$ cat src/ctrlPkg.sv
// Control path definitions
// Opcode and function field types, ALU operation, branch condition and
// immediate source encodings, plus the payloads carried by the
// execute and memory stage registers.

package ctrlPkg;

    typedef logic [5:0] opcodeT;
    typedef logic [2:0] funcT;
    typedef logic [1:0] regSrcT;         // register read source select

    // opcode classes, ? bits pick the sub-operation
    localparam opcodeT opAluReg = 6'b000000;
    localparam opcodeT opAluVec = 6'b100000;
    localparam opcodeT opAluImm = 6'b0010??;
    localparam opcodeT opMemS   = 6'b0110??;
    localparam opcodeT opMemV   = 6'b1110??;
    localparam opcodeT opBrCond = 6'b0011??;
    localparam opcodeT opBrJump = 6'b0001??;

    localparam logic [1:0] subOpA = 2'b00;   // str, strv, beq, b
    localparam logic [1:0] subOpB = 2'b01;   // ldr, ldrv, bgt

    typedef enum logic [2:0] {
        aluAdd, aluSub, aluAnd, aluOr, aluXor, aluSll, aluSrl
    } aluCtrlT;

    typedef enum logic [1:0] {
        condNone,                        // not a branch
        condAlways,
        condEq,                          // taken on zero
        condGt                           // taken on not zero and not negative
    } condT;

    typedef enum logic [1:0] {
        immI     = 2'b00,
        immB     = 2'b01,
        immShamt = 2'b11
    } immSrcT;

    typedef struct packed {
        logic regW;                      // scalar register write
        logic regWV;                     // vector register write
        logic memtoReg;
        logic memW;
        logic memSrc;                    // 1 selects vector memory
        logic memData;
        logic memDataV;
        logic vecData;
    } memCtrlT;

    typedef struct packed {
        aluCtrlT aluCtrl;
        logic    aluSrc;
        condT    cond;
        memCtrlT mem;                    // passed on to the memory stage
    } exCtrlT;

endpackage

$ cat src/aluDecoder.sv
// ALU decoder
// Picks the ALU operation from the instruction class and the function
// field. Memory accesses and the jump use a plain add for the address.

`timescale 1ns/10ps

module aluDecoder (
    input  ctrlPkg::opcodeT  opcode,
    input  ctrlPkg::funcT    func,
    input  logic             aluOp,
    output ctrlPkg::aluCtrlT aluCtrl
);
    import ctrlPkg::*;

    always_comb begin
        aluCtrl = aluAdd;                // address computation
        if (aluOp) begin
            casez (opcode)
                opAluReg, opAluVec: begin
                    case (func)
                        3'b000:  aluCtrl = aluAdd;
                        3'b001:  aluCtrl = aluSub;
                        3'b010:  aluCtrl = aluAnd;
                        3'b100:  aluCtrl = aluOr;
                        3'b101:  aluCtrl = aluXor;
                        3'b011:  aluCtrl = aluSll;
                        3'b111:  aluCtrl = aluSrl;
                        default: aluCtrl = aluAdd;   // 110 is unused
                    endcase
                end
                opAluImm: begin
                    case (opcode[1:0])
                        2'b00:   aluCtrl = aluAdd;
                        2'b01:   aluCtrl = aluSub;
                        2'b10:   aluCtrl = aluAnd;
                        default: aluCtrl = aluOr;
                    endcase
                end
                opBrCond: aluCtrl = aluSub;      // compare sets the flags
                default:  aluCtrl = aluAdd;
            endcase
        end
    end

endmodule

$ cat src/branchResolve.sv
// Branch resolver
// Decides in the execute stage whether the branch held there is taken,
// from its condition and the zero and negative flags of the compare.

`timescale 1ns/10ps

module branchResolve (
    input  ctrlPkg::condT cond,
    input  logic          zero,
    input  logic          negative,
    output logic          pcSrc
);
    import ctrlPkg::*;

    always_comb begin
        case (cond)
            condAlways: pcSrc = 1'b1;
            condEq:     pcSrc = zero;
            condGt:     pcSrc = !zero && !negative;   // strictly greater
            default:    pcSrc = 1'b0;
        endcase
    end

    // only a branch may redirect the fetch
    noBranchNoTake: assert final (!(pcSrc && cond == condNone))
        else $error("pcSrc high without a branch in execute");

endmodule

$ cat src/controlUnit.sv
// Pipelined control unit
// Decodes the instruction in decode, stages its control through the
// execute and memory stage registers and resolves branches in execute.
// A taken branch or a flush turns the execute entry into a bubble, a
// stall in execute sends a bubble on to memory.

`timescale 1ns/10ps

module controlUnit (
    input  logic             clk,
    input  logic             arstN,
    input  ctrlPkg::opcodeT  opcode,
    input  ctrlPkg::funcT    func,
    input  logic             zero,
    input  logic             negative,
    input  logic             stallE,
    input  logic             stallM,
    input  logic             flushE,
    output logic             illegalOp,
    output ctrlPkg::immSrcT  immSrc,
    output ctrlPkg::regSrcT  regSrc,
    output ctrlPkg::aluCtrlT aluCtrlE,
    output logic             aluSrcE,
    output logic             pcSrc,
    output logic             regWM,
    output logic             regWVM,
    output logic             memtoRegM,
    output logic             memWM,
    output logic             memSrcM,
    output logic             memDataM,
    output logic             memDataVM,
    output logic             vecDataM
);
    import ctrlPkg::*;

    logic    regWD, regWVD, memtoRegD, memWD, memSrcD;
    logic    memDataD, memDataVD, vecDataD;
    logic    aluOpD, aluSrcD;
    condT    condD;
    aluCtrlT aluCtrlD;
    exCtrlT  exD, exE;
    memCtrlT memM;
    logic    holdE, clearE, holdM, clearM;

    mainDecoder mainDec (
        .opcode   (opcode),
        .func     (func),
        .regW     (regWD),
        .regWV    (regWVD),
        .memtoReg (memtoRegD),
        .memW     (memWD),
        .memSrc   (memSrcD),
        .memData  (memDataD),
        .memDataV (memDataVD),
        .vecData  (vecDataD),
        .aluOp    (aluOpD),
        .aluSrc   (aluSrcD),
        .illegalOp(illegalOp),
        .cond     (condD),
        .regSrc   (regSrc),
        .immSrc   (immSrc)
    );

    aluDecoder aluDec (
        .opcode (opcode),
        .func   (func),
        .aluOp  (aluOpD),
        .aluCtrl(aluCtrlD)
    );

    assign exD = '{
        aluCtrl: aluCtrlD,
        aluSrc:  aluSrcD,
        cond:    condD,
        mem:     '{regWD, regWVD, memtoRegD, memWD, memSrcD,
                   memDataD, memDataVD, vecDataD}
    };

    // a stall further down also freezes execute
    assign holdE  = stallE | stallM;
    assign clearE = (flushE | pcSrc) & ~holdE;    // kill the wrong-path entry
    assign holdM  = stallM;
    assign clearM = stallE & ~stallM;             // bubble behind a stalled execute

    ctrlStageReg #(.payloadT(exCtrlT)) regE (
        .clk  (clk),
        .arstN(arstN),
        .hold (holdE),
        .clear(clearE),
        .d    (exD),
        .q    (exE)
    );

    ctrlStageReg #(.payloadT(memCtrlT)) regM (
        .clk  (clk),
        .arstN(arstN),
        .hold (holdM),
        .clear(clearM),
        .d    (exE.mem),
        .q    (memM)
    );

    branchResolve brRes (
        .cond    (exE.cond),
        .zero    (zero),
        .negative(negative),
        .pcSrc   (pcSrc)
    );

    assign aluCtrlE  = exE.aluCtrl;
    assign aluSrcE   = exE.aluSrc;
    assign regWM     = memM.regW;
    assign regWVM    = memM.regWV;
    assign memtoRegM = memM.memtoReg;
    assign memWM     = memM.memW;
    assign memSrcM   = memM.memSrc;
    assign memDataM  = memM.memData;
    assign memDataVM = memM.memDataV;
    assign vecDataM  = memM.vecData;

endmodule

$ cat src/ctrlStageReg.sv
// Pipeline control register
// Carries a control payload from one stage to the next. Clear writes a
// bubble and wins over load, hold keeps the current contents.

`timescale 1ns/10ps

module ctrlStageReg #(
    parameter type payloadT = logic
) (
    input  logic    clk,
    input  logic    arstN,
    input  logic    hold,
    input  logic    clear,
    input  payloadT d,
    output payloadT q
);

    always_ff @(posedge clk or negedge arstN) begin
        if (!arstN) begin
            q <= '0;
        end else if (clear) begin
            q <= '0;                     // bubble
        end else if (!hold) begin
            q <= d;
        end
    end

    // undriven decode levels would otherwise spread down the pipe
    qKnown: assert property (@(posedge clk) disable iff (!arstN) !$isunknown(q))
        else $error("stage register holds unknown control bits");

endmodule

$ cat src/mainDecoder.sv
// Main decoder
// Turns the opcode and function field of the decode-stage instruction
// into the control levels for execute, memory and writeback.
// Opcodes outside the implemented set raise illegalOp and leave
// every enable low.

`timescale 1ns/10ps

module mainDecoder (
    input  ctrlPkg::opcodeT opcode,
    input  ctrlPkg::funcT   func,
    output logic            regW,
    output logic            regWV,
    output logic            memtoReg,
    output logic            memW,
    output logic            memSrc,
    output logic            memData,
    output logic            memDataV,
    output logic            vecData,
    output logic            aluOp,
    output logic            aluSrc,
    output logic            illegalOp,
    output ctrlPkg::condT   cond,
    output ctrlPkg::regSrcT regSrc,
    output ctrlPkg::immSrcT immSrc
);
    import ctrlPkg::*;

    always_comb begin
        regW      = 1'b0;
        regWV     = 1'b0;
        memtoReg  = 1'b0;
        memW      = 1'b0;
        memSrc    = 1'b0;
        memData   = 1'b0;
        memDataV  = 1'b0;
        vecData   = 1'b0;
        aluOp     = 1'b0;                // address add unless overridden
        aluSrc    = 1'b0;
        illegalOp = 1'b0;
        cond      = condNone;
        regSrc    = 2'b00;
        immSrc    = immI;

        casez (opcode)
            opAluReg: begin
                regW  = 1'b1;
                aluOp = 1'b1;
                if (func[1:0] == 2'b11) begin   // sll and srl use shamt
                    aluSrc = 1'b1;
                    immSrc = immShamt;
                end
            end
            opAluVec: begin
                regWV = 1'b1;
                aluOp = 1'b1;
            end
            opAluImm: begin
                regW   = 1'b1;
                aluOp  = 1'b1;
                aluSrc = 1'b1;
            end
            opMemS: begin
                case (opcode[1:0])
                    subOpA: begin        // str
                        memW   = 1'b1;
                        aluSrc = 1'b1;
                        regSrc = 2'b01;  // read the store data register
                    end
                    subOpB: begin        // ldr
                        regW     = 1'b1;
                        memtoReg = 1'b1;
                        aluSrc   = 1'b1;
                    end
                    default: illegalOp = 1'b1;
                endcase
            end
            opMemV: begin
                case (opcode[1:0])
                    subOpA: begin        // strv
                        memW   = 1'b1;
                        memSrc = 1'b1;
                        aluSrc = 1'b1;
                        regSrc = 2'b01;
                    end
                    subOpB: begin        // ldrv
                        regWV    = 1'b1;
                        memtoReg = 1'b1;
                        memSrc   = 1'b1;
                        vecData  = 1'b1;
                        aluSrc   = 1'b1;
                    end
                    default: illegalOp = 1'b1;
                endcase
            end
            opBrCond: begin
                case (opcode[1:0])
                    subOpA: begin        // beq
                        aluOp  = 1'b1;
                        regSrc = 2'b01;
                        cond   = condEq;
                    end
                    subOpB: begin        // bgt
                        aluOp  = 1'b1;
                        regSrc = 2'b01;
                        cond   = condGt;
                    end
                    default: illegalOp = 1'b1;
                endcase
            end
            opBrJump: begin
                if (opcode[1:0] == subOpA) begin   // b
                    cond   = condAlways;
                    immSrc = immB;
                end else begin
                    illegalOp = 1'b1;
                end
            end
            default: illegalOp = 1'b1;
        endcase
    end

    // a result goes to exactly one register file
    regWExcl: assert final (!(regW && regWV))
        else $error("scalar and vector register write both set");

endmodule
$ cat config.mk
export PLATFORM = sky130hd
export DESIGN_NAME = controlUnit
export DESIGN_NICKNAME = d
export VERILOG_FILES = /design/src/ctrlPkg.sv /design/src/aluDecoder.sv /design/src/branchResolve.sv /design/src/controlUnit.sv /design/src/ctrlStageReg.sv /design/src/mainDecoder.sv
export SDC_FILE = /design/constraint.sdc
export NUM_CORES = 1
export LEC_CHECK = 0
export BUFFER_PORTS_ARGS = -buffer_cell sky130_fd_sc_hd__buf_4
export CAP_MARGIN = 0
export CORE_ASPECT_RATIO = 0.75
export CORE_UTILIZATION = 49
export DETAILED_ROUTE_END_ITERATION = 16
export PLACE_DENSITY_LB_ADDON = 0.2
export RECOVER_POWER = 50
export SLEW_MARGIN = 20
export SYNTH_ARGS = -nofsm -noshare
export SYNTH_HDL_FRONTEND = slang
export SYNTH_SLANG_ARGS = --single-unit
$ cat constraint.sdc
create_clock -name clk -period 1.45 [get_ports clk]
set_input_delay 0.29 -clock clk [delete_from_list [all_inputs] [get_ports clk]]
set_output_delay 0.29 -clock clk [all_outputs]
set_load 0.01 [all_outputs]
Word-level counts from Yosys, hierarchy flattened
Cells that the tools add are included.

word-level totals
  output and inout bits = 18
  register bits = 22
  word-level logic and storage cells = 87
  input port bits = 16

cells by class
  bitwise operators = 6
  reduce and logical (&&, ||, !) cells = 11
  equality and inequality tests = 20
  mux-type cells = 31

operator list
  cell                                                    count
  two-way mux 14 bit                                      2
  case mux 3 bit (6 select lines)                         1
  two-way mux 8 bit                                       2
  case mux 2 bit (2 select lines)                         4
  two-way mux 1 bit                                       12
  equality test 3 bit (second input constant)             3
  case mux 1 bit (3 select lines)                         3
  case mux 3 bit (3 select lines)                         1
  equality test 2 bit (second input constant)             4
  equality test 4 x 2 -> 1 bit (second input constant)    2
  OR reduction 2 bit                                      4
  equality test 3 x 2 -> 1 bit (second input constant)    2
  equality test 6 bit (second input constant)             1
  logical NOT 6 bit                                       1
  case mux 1 bit (2 select lines)                         3
  case mux 2 bit (3 select lines)                         1
  OR reduction 3 bit                                      2
  equality test 2 x 1 -> 1 bit (second input constant)    2
  equality test 4 x 1 -> 1 bit (second input constant)    1
  equality test 4 x 3 -> 1 bit (second input constant)    1
  equality test 4 bit (second input constant)             1
  inequality test 2 x 1 -> 1 bit (second input constant)  2
  equality test 3 x 1 -> 1 bit (second input constant)    1
  two-way mux 3 bit                                       1
  other kinds (7)                                         11

Logic depth before layout (Yosys ltp)
Gate-level depths: netlist (run 1).

  word-level depth = 7
  mapped depth = 6
  gate-level depth less buffers = 4

Hierarchy
From an unflattened synthesis (run 1), not the netlist that was laid out.

unflattened totals
  cells, all modules = 144
  area, all modules = 1365.1 µm²

by module, submodules not included
  module               cells each  area an instance (µm²)  times used
  ctrlStageReg (regE)  45          578.1                   1
  ctrlStageReg (regM)  26          325.3                   1
  mainDecoder          49          294.0                   1
  aluDecoder           17          120.1                   1
  controlUnit          4           27.5                    1
  branchResolve        3           20.0                    1

Worst setup path after synthesis (run 1)
No wires, ideal clock.

  path kind = input -> output
  start = input port opcode[1]
  end = output port immSrc[0]
  cell stages on the path = 3
  setup slack = -0.081 ns
  buffers on the path = 1
  required time = 1.160 ns
  data arrival time = 1.241 ns
  path through = buf_6 > or4_4 > nor3_1

between the ends
  word-level cells in the longest chain between the ends = 3
  elaborated cells between the ends (all ways) = 4

RTL lines
  what                                 RTL line            text
  from (decl)                          controlUnit.sv:12   input ctrlPkg::opcodeT opcode,
  logical NOT 2 bit                    mainDecoder.sv:112  if (opcode[1:0] == subOpA) begin
  two-way mux 1 bit                    mainDecoder.sv:112
  case mux 2 bit (2 select lines) (*)  mainDecoder.sv:45   casez (opcode)
  to (decl)                            controlUnit.sv:20   output ctrlPkg::immSrcT immSrc,

Every way passes the cells marked *; elsewhere a longest branch is shown, timed or not.

Worst setup path in the final report (run 1)
  start = input port opcode[0]
  end = output port immSrc[1]

between the ends
  word-level cells in the longest chain between the ends = 2

RTL lines
  what                             RTL line
  logical NOT 6 bit                mainDecoder.sv:45
  case mux 2 bit (2 select lines)  mainDecoder.sv:45

No other way between the ends.

==> flow_summary.json, run 1 <==
{
  "hold_viol": 0,
  "placement.io_buffers": 30,
  "cp.arrival_ps": 1320,
  "period_needed_ps": 1609,
  "dp_hpwl_um": 1780,
  "syn_area_sq_um": 1055,
  "fmax_ghz": 0.6215,
  "setup_violations": 4,
  "viasPerCell": 5.791,
  "setup_slack_ps": -159.1,
  "tritoncts": "yes",
  "synth_xor_area_frac": 0.01661,
  "skew_ps": 6.463,
  "syn_inst": 114,
  "power_frac_comb": 0.202,
  "rows": 14,
  "p_seq_frac": 0.496,
  "layout_commonest_cell": "buf_4",
  "crit_slowest_cell": "or4_4",
  "hp-class": "in -> reg",
  "grt_pass1_wl_um": 4050,
  "ys_seq_elements": 18,
  "cap_viol_max_count": 0,
  "num-nets-final": 170,
  "dieArea_sq_um": 2344,
  "synth_compound_area_frac": 0.2254,
  "synth_mux_area_frac": 0.02017,
  "htreeDepth": 1,
  "whs_ps": 305.8,
  "vias": 1025,
  "clock-root-buffer": "clkbuf_4",
  "violations": "negative setup slack",
  "drc_errors": 0,
  "path_cells": "buf_6 -> or4_4 -> nor4_4 -> buf_4",
  "start_util": 0.5236,
  "required_ps": 1160,
  "p_clk_frac": 0.302,
  "synthDistinctLibCells": 33,
  "clk_latency_ps": 300,
  "initialDrtViolationCount": 34,
  "yosysSeqAreaShare": 0.4270,
  "criticalPathCategory": "in -> out",
  "finalCritPeriodShare": 1.110,
  "status": "complete, but fails checks",
  "cts_max_path_buffers": 2,
  "core-area_sq_um": 2014,
  "swShare": 0.2674,
  "layout_common_cells": "40 x buf_4, 18 x nand2_1, 18 x dfrtp_1, 11 x o21ai_0, 6 x a22o_1",
  "power_mw": 1.040,
  "grt_max_degree": 19,
  "die_x_um": 55.58,
  "relSlewSlack": 0.3722,
  "ant_nets": 0,
  "synth_top_family_by_area": "compound AO/OA/AOI/OAI gates",
  "gp_congestion": 0.7976,
  "netSwitchingPower_uw": 278.1,
  "clk_pin_slew_ps": 100,
  "grt_antenna_before_repair": 0,
  "first_global_vias": 921,
  "cp-end-kind": "output port",
  "die_h_um": 42.18,
  "first_pass_iters": 4,
  "tns_ps": -297.4,
  "p_leak_nw": 0.6845,
  "crit_fanout": 2,
  "yosys.area_share.adder": 0,
  "crit_path_start_kind": "input port",
  "syn_to_final_growth_pct": 35.23,
  "cts_sinks": 18,
  "cp_top_family": "simple AND/OR/NAND/NOR gates",
  "drive_gt1_frac": 0.4118,
  "cts-buffers-inserted": 3,
  "slew_viol_final": 0,
  "synth_warnings": 0,
  "num_io_pins": 34,
  "routed_wl_um": 2515,
  "grt_setup_unrepaired": "true",
  "p_int_uw": 761.9,
  "fill_cells": 166,
  "routedWlPerCell_um": 14.21,
  "worst-path-buf-inv": 2,
  "max-vdd-ir-drop_uv": 603.0,
  "worstMarginPinSlew_ps": 941.6,
  "synth_simple_gate_area_frac": 0.2159,
  "p_per_area_nw_per_um2": 729.1,
  "grt_overflow": 0,
  "diodes": 0,
  "grt.total_usage": 0.2230,
  "syn_avg_cell_area_sq_um": 9.252,
  "critPathMaxStageDelay_ps": 550
}
## through the flow
step | area [sq um] | util | worst slack (ps) | std cells
after global routing | 1426 | 0.7081 | -172.9 | 177
after CTS | 1403 | 0.6963 | -102.9 | 176
final | 1426 | 0.7081 | -159.1 | 177
after floorplan | 1071 | - | -18.50 | 116
after detailed placement | 1328 | 0.6590 | -131.3 | 169
after global placement | 1328 | 0.6590 | -108.8 | 169
## flip-flops by register name, summed over array words and instances (netlist names)
| name | cells |
|---|---|
| regE.q | 12 |
| regM.q | 6 |
## path summary, 6_finish.rpt
| check | cells past startpoint | to | startpoint | slack [ps] |
|---|---|---|---|---|
| max | 4 | immSrc[1] | opcode[0] | -160 |
| min | 3 | regE.q[13]$_DFFE_PN0P_ | func[0] | 310 |
| max reg2reg | 5 | regE.q[7]$_DFFE_PN0P_ | regE.q[9]$_DFFE_PN0P_ | 90 |
| min reg2reg | 2 | regE.q[4]$_DFFE_PN0P_ | regE.q[4]$_DFFE_PN0P_ | 490 |
| max in group asynchronous | 2 | regE.q[3]$_DFFE_PN0P_ | arstN | 240 |
| min in group asynchronous | 2 | regM.q[5]$_DFFE_PN0P_ | arstN | 630 |
## cell usage after synthesis (all sizes together)
library cell / instances / area (sq um)
buf: 10 / 77.57
and2: 1 / 6.260
nand4b: 2 / 17.52
o21ai: 12 / 60.06
clkbuf: 4 / 15.01
a32oi: 2 / 17.52
nand2: 20 / 75.07
or4: 1 / 11.26
a21o: 2 / 15.01
or2: 3 / 18.77
conb: 1 / 3.750
nor3b: 2 / 15.01
dfrtp: 18 / 450.4
o31ai: 5 / 42.54
o2111ai: 1 / 8.760
nor4: 1 / 21.27
a22o: 6 / 52.55
mux2: 1 / 11.26
nor2b: 2 / 12.51
and3b: 1 / 8.760
mux2i: 1 / 10.01
inv: 1 / 3.750
a211oi: 1 / 7.510
nor2: 5 / 18.77
xnor2: 2 / 17.52
nor3: 2 / 10.01
and4bb: 1 / 12.51
a21oi: 6 / 33.78
## routing by layer
layer / global-route usage / share of wire
met5: 0 / 0
met4: 0.06500 / 0.0099
met3: 0.07099 / 0.069
met2: 0.3518 / 0.48
met1: 0.2962 / 0.44
## what timing repair did
item,4_1_cts,5_1_grt
gates resized for setup,4,8
pin swaps,1,2
cloned,0,0
buffers inserted,2,1
endpoints found under the setup margin,5,7
hold buffers,1,0
hold endpoints to repair,18,0
## worst reg2reg max path, cell delays in order (launching register included)
cell and delay [ps]:
dfrtp_1 420, and3b_1 200, a211oi_2 200, buf_4 160
nand2_2 70, o31ai_2 250
## cell type report
cell class | instances | area, sq um | share of cell area
Clock buffer | 4 | 36.28 | 0.02544
Inverter | 1 | 3.754 | 0.002632
Multi-Input combinational cell | 83 | 550.5 | 0.3860
Sequential cell | 18 | 450.4 | 0.3158
Tap cell | 24 | 30.03 | 0.02105
Timing Repair Buffer | 47 | 355.3 | 0.2491
## cells by family after synthesis
family | Yosys count
AO/OA/AOI/OAI | 35
XOR/XNOR | 2
buffers and inverters | 15
flip-flops | 18
multiplexers | 2
other | 1
AND/OR/NAND/NOR | 41
## power by group through the flow
stage / Clock, mW / Sequential (mW) / Combinational (mW)
after floorplan: 0 / 0.526 / 0.107
after global placement: 0 / 0.526 / 0.189
after detailed placement: 0 / 0.526 / 0.194
after CTS: 0.327 / 0.516 / 0.203
after global routing: 0.339 / 0.517 / 0.227
final: 0.314 / 0.516 / 0.210
Note: power is estimated with default switching activity, not from simulation.
==> inputs of run 2 (changes only) <==
--- a/config.mk
+++ b/config.mk
@@ -8,11 +8,12 @@
 export BUFFER_PORTS_ARGS = -buffer_cell sky130_fd_sc_hd__buf_4
 export CAP_MARGIN = 0
 export CORE_ASPECT_RATIO = 0.75
-export CORE_UTILIZATION = 49
+export CORE_UTILIZATION = 53
 export DETAILED_ROUTE_END_ITERATION = 16
 export PLACE_DENSITY_LB_ADDON = 0.2
 export RECOVER_POWER = 50
 export SLEW_MARGIN = 20
 export SYNTH_ARGS = -nofsm -noshare
 export SYNTH_HDL_FRONTEND = slang
+export SYNTH_HIERARCHICAL = 1
 export SYNTH_SLANG_ARGS = --single-unit
==> flow_summary.json, run 2 <==
{
  "cts-buffers-inserted": 3,
  "ys_top_cells_by_count": "32 x nor2_1, 22 x dfrtp_1, 22 x mux2i_1",
  "routed_wl_um": 2921,
  "yosys.area_share.adder": 0,
  "die_h_um": 45.95,
  "relSlewSlack": 0.6088,
  "largest_reg_flops": 14,
  "num-nets-final": 203,
  "ys_seq_elements": 22,
  "synth_warnings": 6,
  "layout_commonest_cell": "buf_4",
  "crit_path_start_kind": "register",
  "crit_fanout": 3,
  "routedWlPerCell_um": 13.34,
  "placement.io_buffers": 32,
  "grt_setup_unrepaired": "true",
  "reg_top3": "regE/q: 14 flops, regM/q: 8 flops",
  "fin_area_sq_um": 1709,
  "netSwitchingPower_uw": 328.9,
  "synthFlopType": "dfrtp_1",
  "diodes": 0,
  "yosysSeqAreaShare": 0.4033,
  "finalCritPeriodShare": 1.018,
  "p_leak_nw": 0.9203,
  "placed_cell_area_sq_um": 1650,
  "synth_xor_area_frac": 0.006416,
  "clock-root-buffer": "clkbuf_4",
  "synth_top_family_by_area": "simple AND/OR/NAND/NOR gates",
  "grt_max_degree": 23,
  "viasPerCell": 5.205,
  "cap_viol_max_count": 0,
  "power_frac_comb": 0.226,
  "p_int_uw": 861.0,
  "vias": 1140,
  "status": "complete, but fails checks",
  "power_mw": 1.190,
  "start_util": 0.5772,
  "criticalPathCategory": "reg -> out",
  "synth_simple_gate_area_frac": 0.2456,
  "p_seq_frac": 0.548,
  "synth.area.top_cells": "dfrtp_1 40%, mux2i_1 16%, nor2_1 8.8%",
  "synth_mux_area_frac": 0.1613,
  "first_pass_iters": 4,
  "synth_compound_area_frac": 0.09716,
  "fin_cells": 219,
  "ant_nets": 0,
  "yosysMostFrequentCell": "nor2_1",
  "dieArea_sq_um": 2785,
  "hp-class": "in -> reg",
  "syn_area_sq_um": 1365,
  "required_ps": 1160,
  "violations": "negative setup slack",
  "fmax_ghz": 0.6777,
  "die_x_um": 60.60,
  "async_reset_ff_frac": 1.000,
  "core-area_sq_um": 2365,
  "syn_avg_cell_area_sq_um": 9.480,
  "whs_ps": 346.0,
  "p_per_area_nw_per_um2": 696.2,
  "grt_overflow": 0,
  "initialDrtViolationCount": 53,
  "regMostFlops": "regE/q",
  "max-vdd-ir-drop_uv": 578.1,
  "layout_common_cells": "42 x buf_4, 31 x nor2_1, 22 x mux2i_1, 22 x dfrtp_1",
  "htreeDepth": 1,
  "grt_antenna_before_repair": 0,
  "drive_gt1_frac": 0.3135,
  "cts_max_path_buffers": 2,
  "placed_cells": 214,
  "dp_hpwl_um": 2163,
  "swShare": 0.2764,
  "tritoncts": "yes",
  "yosys.area.top_type": "dfrtp_1",
  "first_global_vias": 1038,
  "synth_edf_count": 0,
  "synthDistinctLibCells": 40,
  "grt_pass1_wl_um": 4650,
  "cp.arrival_ps": 1190,
  "gp_congestion": 0.8557,
  "setup_violations": 1,
  "p_clk_frac": 0.227,
  "worstMarginPinSlew_ps": 586.8,
  "syn_to_final_growth_pct": 25.21,
  "rows": 15,
  "period_needed_ps": 1476,
  "slew_viol_final": 0,
  "yosysTopAreaCellShare": 0.4033,
  "syn_inst": 144,
  "clk_pin_slew_ps": 110,
  "cts_sinks": 22,
  "setup_slack_ps": -25.55,
  "grt.total_usage": 0.2352,
  "clk_latency_ps": 310,
  "cp-end-kind": "output port",
  "num_io_pins": 34,
  "drc_errors": 0,
  "hold_viol": 0,
  "skew_ps": 3.894
}
-- run 2: changes by cell type after synthesis, moves of 3 or more --
cell and delta:
nand3_1 +3, o21ai_1 +3, dfrtp_1 +4, nor2_1 +27
nand2_1 -15, o31ai_1 -3, a22o_1 -5, mux2i_1 +21
o21ai_0 -8, clkbuf_1 -3
-- run 2: repair_timing --
item	in CTS	in global routing
hold endpoints to repair	22	0
setup endpoints to repair	4	18
buffers inserted	0	2
gates resized for setup	4	3
pin swaps	0	1
hold buffers	1	0
-- run 2: logic make-up after synthesis --
family	after synthesis
AO/OA/AOI/OAI	21
flip-flops	22
XOR/XNOR	1
AND/OR/NAND/NOR	63
other	1
buffers and inverters	14
multiplexers	22
-- run 2: path summary, 6_finish.rpt --
check / startpoint / endpoint / slack [ps] / cells after the start
worst min-delay path: opcode[2] / regE/q[10]$_DFFE_PN0P_ / 350 / 4
max in group asynchronous: arstN / regM/q[0]$_DFFE_PN0P_ / 600 / 2
min in group asynchronous: arstN / regE/q[13]$_DFFE_PN0P_ / 480 / 2
worst max-delay path: regE/q[9]$_DFFE_PN0P_ / pcSrc / -30 / 3
worst max register to register: regE/q[8]$_DFFE_PN0P_ / regE/q[5]$_DFFE_PN0P_ / 180 / 5
worst min register to register: regE/q[10]$_DFFE_PN0P_ / regE/q[10]$_DFFE_PN0P_ / 540 / 2
-- run 2: layout make-up --
| cell class | count | area (sq um) |
|---|---|---|
| well taps | 34 | 42.54 |
| clock buffers | 3 | 22.52 |
| flip-flops and latches | 22 | 550.5 |
| repair buffers | 47 | 352.8 |
| multi-input cells | 110 | 729.5 |
| fillers | 193 | 655.6 |
| inverters | 3 | 11.26 |
-- run 2: routing by layer --
layer / global-route usage / vias to the layer above / share of wire
met5: 0 / - / 0
met1: 0.2959 / 540 / 0.48
met4: 0.06818 / 0 / 0.0092
met3: 0.05966 / 4 / 0.033
met2: 0.4022 / 24 / 0.48
li1: - / 572 / -
-- run 2: worst max-delay path, cell delays in order (launching register included) --
cell     delay (ps)
dfrtp_1         410
nor2b_1         140
a22o_1          200
buf_6           120
-- run 2: power groups by stage --
stage	Clock (mW)	Combinational (mW)	Sequential, mW
CTS	0.284	0.266	0.651
floorplan	0	0.144	0.666
global route	0.301	0.294	0.654
global placement	0	0.251	0.662
detailed placement	0	0.260	0.663
finish	0.270	0.269	0.652
-- run 2: through the flow --
stage | util | setup WS, ps | setup TNS (ps)
6_report | 0.7228 | -25.55 | -25.55
3_5_place_dp | 0.6979 | -99.27 | -382.1
3_3_place_gp | 0.6979 | -17.79 | -21.13
4_1_cts | 0.7180 | -43.25 | -44.67
2_1_floorplan | - | 89.77 | 0
5_1_grt | 0.7228 | -78.06 | -78.06
==> inputs of run 3 (changes only) <==
--- a/config.mk
+++ b/config.mk
@@ -12,6 +12,7 @@
 export DETAILED_ROUTE_END_ITERATION = 16
 export PLACE_DENSITY_LB_ADDON = 0.2
 export RECOVER_POWER = 50
+export REMOVE_ABC_BUFFERS = 1
 export SLEW_MARGIN = 20
 export SYNTH_ARGS = -nofsm -noshare
 export SYNTH_HDL_FRONTEND = slang
==> constraint.sdc (replaced) <==
create_clock -name clk -period 1.45 [get_ports clk]
set_input_delay 0.0725 -clock clk [delete_from_list [all_inputs] [get_ports clk]]
set_output_delay 0.0725 -clock clk [all_outputs]
set_load 0.01 [all_outputs]
==> flow_summary.json, run 3 (synthesized netlist as in run 2, its figures left out) <==
{
  "relSlewSlack": 0.6459,
  "clock-root-buffer": "clkbuf_4",
  "start_util": 0.5772,
  "die_x_um": 60.60,
  "p_per_area_nw_per_um2": 721.3,
  "ant_nets": 0,
  "power_mw": 1.151,
  "cts_sinks": 22,
  "vias": 1075,
  "routedWlPerCell_um": 13.09,
  "whs_ps": 144.0,
  "fin_cells": 206,
  "cp-end-kind": "register",
  "max-vdd-ir-drop_uv": 506.5,
  "hold_viol": 0,
  "period_needed_ps": 1278,
  "gp_congestion": 0.8235,
  "num-nets-final": 190,
  "placed_cells": 202,
  "tritoncts": "yes",
  "crit_fanout": 14,
  "status": "finished, final reports clean",
  "diodes": 0,
  "num_io_pins": 34,
  "crit_path_start_kind": "register",
  "drc_errors": 0,
  "worstMarginPinSlew_ps": 531.1,
  "die_h_um": 45.95,
  "routed_wl_um": 2697,
  "syn_to_final_growth_pct": 16.87,
  "criticalPathCategory": "reg -> reg",
  "cp.arrival_ps": 1460,
  "core-area_sq_um": 2365,
  "hp-class": "in -> reg",
  "fin_area_sq_um": 1595,
  "largest_reg_flops": 14,
  "r2r_slack_ps": 170,
  "slew_viol_final": 0,
  "drive_gt1_frac": 0.2558,
  "placed_cell_area_sq_um": 1560,
  "cap_viol_max_count": 0,
  "grt_setup_unrepaired": "false",
  "cts-buffers-inserted": 3,
  "first_global_vias": 1019,
  "postCtsSetupRepairBufs": 0,
  "clk_pin_slew_ps": 110,
  "grt_pass1_wl_um": 4595,
  "htreeDepth": 1,
  "reg_top3": "regE/q: 14 flops, regM/q: 8 flops",
  "viasPerCell": 5.218,
  "fmax_ghz": 0.7827,
  "initialDrtViolationCount": 20,
  "skew_ps": 7.385,
  "first_pass_iters": 4,
  "layout_common_cells": "32 x nor2_1, 32 x buf_4, 22 x mux2i_1, 22 x dfrtp_1, 6 x a21oi_1",
  "dp_hpwl_um": 2056,
  "dieArea_sq_um": 2785,
  "rows": 15,
  "finalCritPeriodShare": 0.8812,
  "cts_max_path_buffers": 2,
  "clk_latency_ps": 300,
  "p_leak_nw": 0.8589,
  "grt_overflow": 0,
  "tns_ps": 0,
  "grt.total_usage": 0.2295,
  "grt_antenna_before_repair": 0,
  "setup_violations": 0,
  "regMostFlops": "regE/q",
  "placement.io_buffers": 32,
  "grt_max_degree": 23,
  "required_ps": 1630
}
## run 3: final timing paths
path                            cells after the start                   from                     end
worst min-delay path                                3                 stallM   regM/q[0]$_DFFE_PN0P_
worst max-delay path                                5  regE/q[9]$_DFFE_PN0P_  regE/q[11]$_DFFE_PN0P_
min in group asynchronous                           2                  arstN   regE/q[7]$_DFFE_PN0P_
worst max register to register                      5  regE/q[9]$_DFFE_PN0P_  regE/q[11]$_DFFE_PN0P_
worst min register to register                      2  regM/q[0]$_DFFE_PN0P_   regM/q[0]$_DFFE_PN0P_
max in group asynchronous                           2                  arstN   regM/q[1]$_DFFE_PN0P_
## run 3: metrics by stage
stage | util | setup slack [ps]
2_1_floorplan | - | 199.9
3_3_place_gp | 0.6598 | 115.0
3_5_place_dp | 0.6598 | -29.25
4_1_cts | 0.6757 | 150.8
5_1_grt | 0.6746 | 40.65
6_report | 0.6746 | 172.3
## run 3: layout make-up
cell class	count	area (sq um)
fill	196	769.5
multi-input combinational	110	713.2
sequential	22	550.5
timing repair buffer	34	255.2
tap	34	42.54
clock buffer	3	22.52
inverter	3	11.26
## run 3: power by group
group | switching [mW] | total [mW] | internal, mW | leakage, nW
Clock | 0.165 | 0.262 | 0.0968 | 0.0138
Combinational | 0.131 | 0.238 | 0.107 | 0.543
Sequential | 0.0133 | 0.651 | 0.637 | 0.302
Total | 0.309 | 1.15 | 0.842 | 0.859
## run 3: what timing repair did
action | in CTS | in global routing
endpoints found under the setup margin | 14 | 0
endpoints found under the hold margin | 22 | 0
resized for setup | 1 | 0
hold buffers | 1 | 0
## run 3: critical path, stage by stage (launching register included)
cell	delay, ps
dfrtp_1	400
nor2b_1	160
a22o_1	170
nor2_1	80
nor2_4	270
nor2_1	90
## run 3: metal layers
metal / global-route usage / up-vias / wire length [um]
met5: 0 / - / 0
li1: - / 540 / -
met3: 0.07386 / 2 / 138
met1: 0.2975 / 506 / 1215
met2: 0.3736 / 27 / 1331
met4: 0.05909 / 0 / 12
